`config.mk`:
```
export PLATFORM = sky130hd
export DESIGN_NAME = bitmanip_decode_stage
export DESIGN_NICKNAME = d
export VERILOG_FILES = /design/src/logic/bitmanip_pkg.sv /design/src/logic/bitmanip_decode_stage.sv
export VERILOG_INCLUDE_DIRS = /design/src /design/src/logic
export SDC_FILE = /design/constraint.sdc
export NUM_CORES = 1
export LEC_CHECK = 0
export ABC_AREA = 1
export ABC_CLOCK_PERIOD_IN_PS = 800
export BUFFER_PORTS_ARGS = -buffer_cell sky130_fd_sc_hd__buf_2
export CAP_MARGIN = 15
export CORE_MARGIN = 1
export CORE_UTILIZATION = 35
export DETAILED_ROUTE_END_ITERATION = 10
export GPL_ROUTABILITY_DRIVEN = 0
export PLACE_DENSITY_LB_ADDON = 0.2
export SLEW_MARGIN = 20
export SYNTH_ARGS = -nofsm -noshare
export SYNTH_HDL_FRONTEND = slang
export SYNTH_SLANG_ARGS = --single-unit
```
`constraint.sdc`:
```
create_clock -name i_clk -period 0.8 [get_ports i_clk]
set_input_delay 0.08 -clock i_clk [delete_from_list [all_inputs] [get_ports i_clk]]
set_output_delay 0.08 -clock i_clk [all_outputs]
set_load 0.02 [all_outputs]
```
`src/logic/bitmanip_config.svh`:
```
// bitmanip configuration: datapath width and pipeline depth
`ifndef BITMANIP_CONFIG_SVH
`define BITMANIP_CONFIG_SVH

// integer datapath width
`define XLEN_W 64

// cycles from input strobe to result strobe
`define BITMANIP_LATENCY 2

`endif

```
`src/logic/bitmanip_pkg.sv`:
```
// bitmanip package: operand type, ALU opcodes and major opcodes
`default_nettype none

`include "bitmanip_config.svh"

package bitmanip_pkg;

  typedef logic [`XLEN_W-1:0] xlen_t;

  typedef enum logic [5:0] {
    OP_NONE,
    OP_UNSIGND_ADD_32, OP_AND_INV,
    OP_CARRY_LESS_MUL, OP_CARRY_LESS_MULH, OP_CARRY_LESS_MULR,
    OP_CLZ, OP_CLZW, OP_CPOP, OP_CPOPW, OP_CTZ, OP_CTZW,
    OP_SIGNED_MAX, OP_UNSIGNED_MAX, OP_SIGNED_MIN, OP_UNSIGNED_MIN,
    OP_BITWISE_OR, OP_INVERTED_OR, OP_BYTE_REVERSE,
    OP_ROTATE_LEFT, OP_ROTATE_LEFT_WORD, OP_ROTATE_RIGHT, OP_ROTATE_RIGHT_32,
    OP_BIT_CLEAR, OP_BIT_EXTRACT, OP_BIT_INVERT, OP_BIT_SET,
    OP_SIGN_EXTEND_8, OP_SIGN_EXTEND_16,
    OP_SIGNED_SH1ADD, OP_SIGNED_SH2ADD, OP_SIGNED_SH3ADD,
    OP_UNSIGNED_SH1ADD_32, OP_UNSIGNED_SH2ADD_32, OP_UNSIGNED_SH3ADD_32,
    OP_UNSIGNED_SHIFT_LEFT_32, OP_XNOR, OP_ZERO_EXTEND_16
  } op_t;

  // major opcodes that carry B-extension instructions
  typedef enum logic [6:0] {
    OP        = 7'b0110011,
    OP_32     = 7'b0111011,
    OP_IMM    = 7'b0010011,
    OP_IMM_32 = 7'b0011011
  } opcode_major_t;

endpackage

`default_nettype wire

```
`src/logic/bitmanip_decode_stage.sv`:
```
// bitmanip_decode_stage: instruction decode and operand register stage
`timescale 1ns/1ps
`default_nettype none

module bitmanip_decode_stage (
  input  logic                i_clk,
  input  logic                i_arst_n,
  input  logic                i_valid,
  input  logic [31:0]         i_instr,
  input  bitmanip_pkg::xlen_t i_rs1,
  input  bitmanip_pkg::xlen_t i_rs2,
  output logic                o_valid,
  output bitmanip_pkg::op_t   o_op,
  output bitmanip_pkg::xlen_t o_rs1,
  output bitmanip_pkg::xlen_t o_rs2
);

  import bitmanip_pkg::*;

  opcode_major_t w_major;
  logic [9:0]    w_f7_f3;
  logic [11:0]   w_imm;
  logic [2:0]    w_funct3;
  logic          w_use_imm;
  op_t           w_op;
  xlen_t         w_rs2;

  assign w_major  = opcode_major_t'(i_instr[6:0]);
  assign w_funct3 = i_instr[14:12];
  assign w_f7_f3  = {i_instr[31:25], w_funct3};
  assign w_imm    = i_instr[31:20];

  always_comb begin
    w_op      = OP_NONE;
    w_use_imm = 1'b0;
    case (w_major)
      OP: begin
        case (w_f7_f3)
          10'b0100000_111: w_op = OP_AND_INV;
          10'b0100000_110: w_op = OP_INVERTED_OR;
          10'b0100000_100: w_op = OP_XNOR;
          10'b0000101_110: w_op = OP_SIGNED_MAX;
          10'b0000101_111: w_op = OP_UNSIGNED_MAX;
          10'b0000101_100: w_op = OP_SIGNED_MIN;
          10'b0000101_101: w_op = OP_UNSIGNED_MIN;
          10'b0000101_001: w_op = OP_CARRY_LESS_MUL;
          10'b0000101_010: w_op = OP_CARRY_LESS_MULR;
          10'b0000101_011: w_op = OP_CARRY_LESS_MULH;
          10'b0110000_001: w_op = OP_ROTATE_LEFT;
          10'b0110000_101: w_op = OP_ROTATE_RIGHT;
          10'b0100100_001: w_op = OP_BIT_CLEAR;
          10'b0100100_101: w_op = OP_BIT_EXTRACT;
          10'b0110100_001: w_op = OP_BIT_INVERT;
          10'b0010100_001: w_op = OP_BIT_SET;
          10'b0010000_010: w_op = OP_SIGNED_SH1ADD;
          10'b0010000_100: w_op = OP_SIGNED_SH2ADD;
          10'b0010000_110: w_op = OP_SIGNED_SH3ADD;
          default:         w_op = OP_NONE;
        endcase
      end
      OP_32: begin
        case (w_f7_f3)
          10'b0000100_000: w_op = OP_UNSIGND_ADD_32;
          10'b0010000_010: w_op = OP_UNSIGNED_SH1ADD_32;
          10'b0010000_100: w_op = OP_UNSIGNED_SH2ADD_32;
          10'b0010000_110: w_op = OP_UNSIGNED_SH3ADD_32;
          10'b0110000_001: w_op = OP_ROTATE_LEFT_WORD;
          10'b0110000_101: w_op = OP_ROTATE_RIGHT_32;
          // zext.h also needs rs2 field zero
          10'b0000100_100: w_op = (i_instr[24:20] == 5'd0) ? OP_ZERO_EXTEND_16 : OP_NONE;
          default:         w_op = OP_NONE;
        endcase
      end
      OP_IMM: begin
        casez ({w_funct3, w_imm})
          15'b001_011000000000: w_op = OP_CLZ;
          15'b001_011000000001: w_op = OP_CTZ;
          15'b001_011000000010: w_op = OP_CPOP;
          15'b001_011000000100: w_op = OP_SIGN_EXTEND_8;
          15'b001_011000000101: w_op = OP_SIGN_EXTEND_16;
          15'b101_001010000111: w_op = OP_BITWISE_OR;
          15'b101_011010111000: w_op = OP_BYTE_REVERSE;
          15'b001_010010??????: {w_op, w_use_imm} = {OP_BIT_CLEAR, 1'b1};
          15'b001_001010??????: {w_op, w_use_imm} = {OP_BIT_SET, 1'b1};
          15'b001_011010??????: {w_op, w_use_imm} = {OP_BIT_INVERT, 1'b1};
          15'b101_010010??????: {w_op, w_use_imm} = {OP_BIT_EXTRACT, 1'b1};
          15'b101_011000??????: {w_op, w_use_imm} = {OP_ROTATE_RIGHT, 1'b1};
          default:              w_op = OP_NONE;
        endcase
      end
      OP_IMM_32: begin
        casez ({w_funct3, w_imm})
          15'b001_011000000000: w_op = OP_CLZW;
          15'b001_011000000001: w_op = OP_CTZW;
          15'b001_011000000010: w_op = OP_CPOPW;
          15'b101_0110000?????: {w_op, w_use_imm} = {OP_ROTATE_RIGHT_32, 1'b1};
          15'b001_000010??????: {w_op, w_use_imm} = {OP_UNSIGNED_SHIFT_LEFT_32, 1'b1};
          default:              w_op = OP_NONE;
        endcase
      end
      default: w_op = OP_NONE;
    endcase
  end

  // immediate forms take the zero-extended shamt as the second operand
  assign w_rs2 = w_use_imm ? {{($bits(xlen_t)-6){1'b0}}, i_instr[25:20]} : i_rs2;

  always_ff @(posedge i_clk or negedge i_arst_n) begin
    if (!i_arst_n) begin
      o_valid <= 1'b0;
    end else begin
      o_valid <= i_valid;
    end
  end

  always_ff @(posedge i_clk) begin
    if (i_valid) begin
      o_op  <= w_op;
      o_rs1 <= i_rs1;
      o_rs2 <= w_rs2;
    end
  end

endmodule

`default_nettype wire

```
==> results.py, run 1 <==
metrics = {
    "worst_setup_path": {
        "timing.critical_path.required_ns": 0.97,
        "critPathMaxStageDelay_ns": 0.17,
        "worstSetupEndpointType": "flop",
        "crit_fanout": 6,
        "crit_arrival_ns": 1.29,
        "cp_cell_sequence": "buf_8, inv_4, nor2_4, nand2_4, nor2_4, nand2_2, nand2_1, inv_1, nand3_2, nand2_4, nand2_8, clkbuf_16, nor2_2",
        "cpMaxStageDelayCell": "clkbuf_16",
        "setup.worst_path.start_class": "input pin",
        "path_class": "in -> reg",
    },
    "power": {
        "leakagePower_nw": 5.49,
        "p_per_area_mw_per_mm2": 1780,
        "ir_drop_mv": 1.80,
        "total_power_mw": 21.0,
    },
    "floorplan": {
        "die_x_um": 132,
        "row_count": 47,
        "start_util_pct": 35.7,
        "design.core.area_mm2": 0.0165,
        "die_area_mm2": 0.0174,
        "ios": 298,
        "fp.dieH_um": 132,
    },
    "synthesis": {
        "yosysUniqueCellTypes": 25,
        "synthesis.nets": 718,
        "synth_top_family_by_area": "simple AND/OR/NAND/NOR gates",
        "ys.flop_type": "edfxtp_1",
        "syn_inst": 555,
        "syn_avg_cell_area_um2": 10.6,
        "synthMuxAreaShare_pct": 0,
        "synth_area_mm2": 0.00589,
        "synth_compound_area_share_pct": 1.06,
        "synth_top_area_share_pct": 68.3,
        "synth-seq-cells": 135,
        "ys_top_cells_by_area": "edfxtp_1, nor2_1, nand2_1, inv_1, nand3_1",
        "yosys.area_share.simple_pct": 22.5,
        "synth_xor_xnor_area_share_pct": 0,
        "synth-edff-count": 134,
        "synthAdderAreaFrac_pct": 0,
        "yosysSeqAreaShare_pct": 68.7,
        "yosys_warnings": 0,
        "yosysTopAreaCell": "edfxtp_1",
        "async_flop_share_pct": 0.741,
    },
    "routing": {
        "drtPass1Iterations": 5,
        "drt_wl_total_um": 24600,
        "ant_nets": 0,
        "wl_per_cell_um": 18.6,
        "vias": 6218,
        "drc": 0,
        "dr.first_iter.drc_count": 392,
        "viasPerCell": 4.70,
    },
    "timing": {
        "clock.fmax_mhz": 897,
        "worst_pin_slew_ns": 0.392,
        "layout_min_cycle_time_ns": 1.11,
        "whs_ns": 0.0409,
        "grt_setup_unrepaired": "true",
        "finalSetupViolCount": 205,
        "fin_ws_ns": -0.315,
        "maxSlewViolCount": 0,
        "timing_hold_violations_final": 0,
        "slew_headroom_pct": 73.8,
        "period_share_pct": 139,
    },
    "min_path": {
        "hold_end": "o_rs2[4]",
        "hp-class": "in -> reg",
        "min_from": "i_instr[24]",
        "worstHoldPathCells": 4,
    },
    "cells_and_area": {
        "final_util_pct": 71.2,
        "nets": 1254,
        "final_cell_mix": "buf_2, edfxtp_1, dlygate4sd3_1",
        "drive_gt1_share_pct": 51.0,
        "antennaDiodeCount": 0,
        "layout_commonest_cell": "buf_2",
        "final_area_mm2": 0.0118,
        "areaGrowthSynthToFinish_pct": 99.6,
    },
    "status": {
        "violations": "negative setup slack",
        "outcome": "complete, but fails checks",
    },
    "grt": {
        "grt_max_degree": 30,
        "first_global_vias": 6206,
        "antenna_found_initial": 0,
        "grt.total_usage_pct": 25.4,
        "grt_first_pass_wirelength_um": 33200,
        "overflow": 0,
    },
    "place": {
        "dp.final_hpwl_um": 13800,
        "dp_slack_ns": -0.867,
        "port-buffer-count": 287,
        "placed_cell_area_mm2": 0.00829,
    },
    "cts": {
        "cts.clk_slew.worst_paths_ns": 0.06,
        "clockBufferDepth": 2,
        "clock_sinks": 135,
        "cts_buffers": 17,
        "cts_root_buf": "clkbuf_16",
        "cts_tree": "done",
        "cts_htree_levels": 4,
    },
    "run": {
        "cap_violations": 0,
    },
}
==> state kept, by name, indices dropped and copies added (netlist names) <==
register	count
o_rs2	64
o_valid	1
o_rs1	64
o_op	6
==> report_power, final <==
group | total, mW | switching (mW) | internal [mW]
sequential | 8.66 | 0.256 | 8.40
combinational | 3.91 | 1.97 | 1.94
clock | 8.40 | 3.16 | 5.24
==> how the worst max path moves through the flow <==
stage	start	to	slack, ns
floorplan	i_instr[30]	o_rs2[10]	-0.56
global placement	i_instr[26]	o_op[5]	-0.82
detailed placement	i_instr[26]	o_op[5]	-0.87
CTS	o_rs2[16]	o_rs2[16]	-0.28
global route	i_instr[29]	o_rs2[37]	-0.35
finish	i_instr[12]	o_rs2[49]	-0.31
==> synthesized netlist by cell type, types with 2 or more instances <==
cell and n:
nor2_1 116, inv_1 94, o21ai_0 2, nand2_1 98, nand3_1 51, buf_2 3, edfxtp_1 134, inv_2 6
nand4_1 12, nor2_2 4, a21oi_1 3, buf_6 6, nor3_1 4, nand2_2 6, nor2_4 4, nand3b_1 3
==> layout make-up <==
| cell class | count | area (um^2) |
|---|---|---|
| clock buffer | 17 | 425 |
| clock inverter | 14 | 198 |
| fill | 1074 | 4760 |
| inverter | 100 | 412 |
| multi-input combinational | 312 | 1960 |
| sequential | 135 | 4050 |
| tap | 220 | 275 |
| timing repair buffer | 525 | 4450 |
==> stage by stage <==
stage	TNS, ns	cells
4_1_cts	-49.59	1314
3_5_place_dp	-58.54	1132
2_1_floorplan	-36.52	555
3_3_place_gp	-58.89	1132
5_1_grt	-59.09	1323
6_report	-52.33	1323
==> per-layer routing <==
layer	global-route usage (%)	share of wire (%)	up-vias
met5	0	0	-
met4	10.1	4.7	0
met3	6.00	4.9	75
met2	48.7	56	269
met1	26.2	34	2981
li1	-	-	2893
==> repair_timing <==
| action | in CTS | in global routing |
|---|---|---|
| hold endpoints to repair | 129 | 0 |
| pin swaps | 52 | 45 |
| setup buffers | 22 | 8 |
| endpoints found under the setup margin | 205 | 205 |
| gates cloned | 1 | 4 |
| hold buffers | 130 | 0 |
| resized for setup | 204 | 178 |
==> kinds of logic after synthesis <==
logic type      count (synthesis)
simple gates                  301
flops                         135
compound gates                 10
buf+inv                       109
==> worst max-delay path, delay by kind of cell <==
family / cells / cell delay (ns)
and+or+nand+nor: 9 / 0.87
buffers and inverters: 4 / 0.33
(Power assumes the default switching activity.)
==> run 2: changes to the inputs <==
- ABC_CLOCK_PERIOD_IN_PS: 800 -> not set
- CORE_MARGIN: 1 -> 3
==> results.py, run 2 (synthesized netlist as in run 1, its figures left out) <==
metrics = {
    "status": {
        "outcome": "complete, but fails checks",
        "violations": "negative setup slack",
    },
    "grt": {
        "first_global_vias": 6203,
        "grt.busiest_layer": "met2",
        "use_met3_pct": 4.98,
        "antenna_found_initial": 1,
        "grtUsageMet2_pct": 45.0,
        "overflow": 0,
        "grt_max_degree": 36,
        "grt_first_pass_wirelength_um": 33200,
        "grt.total_usage_pct": 23.6,
        "grtUsageMet1_pct": 24.4,
    },
    "worst_setup_path": {
        "critPathMaxStageDelay_ns": 0.18,
        "path_class": "in -> reg",
        "cpMaxStageDelayCell": "clkbuf_16",
        "setup.worst_path.start_class": "input pin",
        "timing.critical_path.required_ns": 0.96,
        "worstSetupEndpointType": "flop",
        "crit_arrival_ns": 1.35,
        "cp_cell_sequence": "buf_6, buf_6, nor2_4, nand2_4, nor2_4, nand2_2, nand2_1, inv_1, nand3_2, nand2_4, nand2_8, clkbuf_16, nor2_1",
        "cp_top_family": "simple AND/OR/NAND/NOR gates",
        "crit_fanout": 11,
        "cp.buffers_inverters": 4,
    },
    "cells_and_area": {
        "drive_gt1_share_pct": 47.4,
        "areaGrowthSynthToFinish_pct": 94.2,
        "layout_commonest_cell": "buf_2",
        "nets": 1238,
        "largest_registers": "o_rs1 x64, o_rs2 x64, o_op x6",
        "multiInputGateArea_mm2": 0.00176,
        "final_cell_mix": "buf_2, edfxtp_1, buf_6",
        "nFillCells": 1073,
        "register_area_mm2": 0.00405,
        "finalNonFillerCells": 1305,
    },
    "timing": {
        "clock.fmax_mhz": 842,
        "fin_ws_ns": -0.388,
        "grt_setup_unrepaired": "true",
        "whs_ns": 0.0131,
        "layout_min_cycle_time_ns": 1.19,
        "finalSetupViolCount": 205,
        "period_share_pct": 149,
        "timing_hold_violations_final": 0,
        "worst_pin_slew_ns": 0.297,
        "slew_headroom_pct": 80.0,
        "maxSlewViolCount": 0,
        "tns_ns": -54.13,
    },
    "routing": {
        "dr.first_iter.drc_count": 387,
        "vias": 6039,
        "drt_wl_total_um": 24300,
        "ant_nets": 0,
        "drc": 0,
        "drtPass1Iterations": 5,
        "wl_per_cell_um": 18.6,
        "viasPerCell": 4.63,
    },
    "cts": {
        "cts_buffers": 17,
        "cts_htree_levels": 4,
        "cts.clk_slew.worst_paths_ns": 0.06,
        "clockBufferDepth": 2,
        "cts_root_buf": "clkbuf_16",
        "clock_sinks": 135,
        "cts_tree": "done",
    },
    "floorplan": {
        "die_x_um": 136,
        "die_area_mm2": 0.0184,
        "ios": 298,
        "row_count": 46,
        "fp.dieH_um": 136,
        "start_util_pct": 36.4,
        "design.core.area_mm2": 0.0162,
    },
    "place": {
        "dp.final_hpwl_um": 14200,
        "dp.cells": 1128,
        "port-buffer-count": 287,
    },
    "run": {
        "cap_violations": 0,
    },
    "power": {
        "p_per_area_mw_per_mm2": 1790,
        "leakagePower_nw": 5.39,
        "ir_drop_mv": 1.49,
        "total_power_mw": 20.5,
    },
    "min_path": {
        "hp-class": "in -> reg",
    },
}
run 2: cell count changes in the layout (fill, tap and decap cells not counted), sizes merged:
cell / previous run / this run
buf: 393 / 381
bufinv: 4 / 2
dlygate4sd3: 130 / 128
inv: 104 / 106
clkbuf: 19 / 18
clkinvlp: 3 / 4
diode: 0 / 1
nand2: 107 / 106
run 2: layer usage:
metal	vias up	part of all wire, %
li1	2852	-
met1	2841	34
met2	279	55
met3	67	6.2
met4	0	4.8
met5	-	0
run 2: layout make-up:
| type | instances | share of cell area (%) |
|---|---|---|
| timing repair buffer | 510 | 38.2 |
| sequential | 135 | 35.4 |
| multi-input combinational | 311 | 15.4 |
| clock buffer | 17 | 3.72 |
| inverter | 100 | 3.44 |
| tap | 216 | 2.36 |
| clock inverter | 15 | 1.46 |
| antenna | 1 | 0.0219 |
run 2: repair_timing:
action,4_1_cts,5_1_grt
buffers inserted,12,4
setup endpoints to repair,205,205
endpoints found under the hold margin,127,0
resized for setup,167,198
pin swaps,21,25
hold buffers,128,0
gates cloned,1,1
run 2: per-stage QoR:
stage	utilization [%]	setup WS (ns)	instance area (um^2)
6_report	70.8	-0.388	11400
5_1_grt	70.8	-0.443	11400
4_1_cts	66.7	-0.330	10800
3_5_place_dp	51.0	-0.814	8240
3_3_place_gp	51.0	-0.796	8240
2_1_floorplan	-	-0.556	5950
run 2: report_power, final:
| part | total, mW | internal (mW) | switching [mW] | leakage [nW] |
|---|---|---|---|---|
| combinational | 3.87 | 1.97 | 1.90 | 3.78 |
| clock | 7.92 | 4.67 | 3.25 | 0.285 |
| sequential | 8.68 | 8.40 | 0.280 | 1.32 |
| total | 20.5 | 15.1 | 5.43 | 5.39 |
run 2: worst paths after layout:
check                      slack, ns   startpoint  cells after the start         to
setup / recovery               -0.39  i_instr[31]                     13  o_rs2[48]
hold / removal                  0.01     i_rs2[5]                      3   o_rs2[5]
max in group asynchronous       0.17     i_arst_n                      3    o_valid
min in group asynchronous       0.53     i_arst_n                      3    o_valid
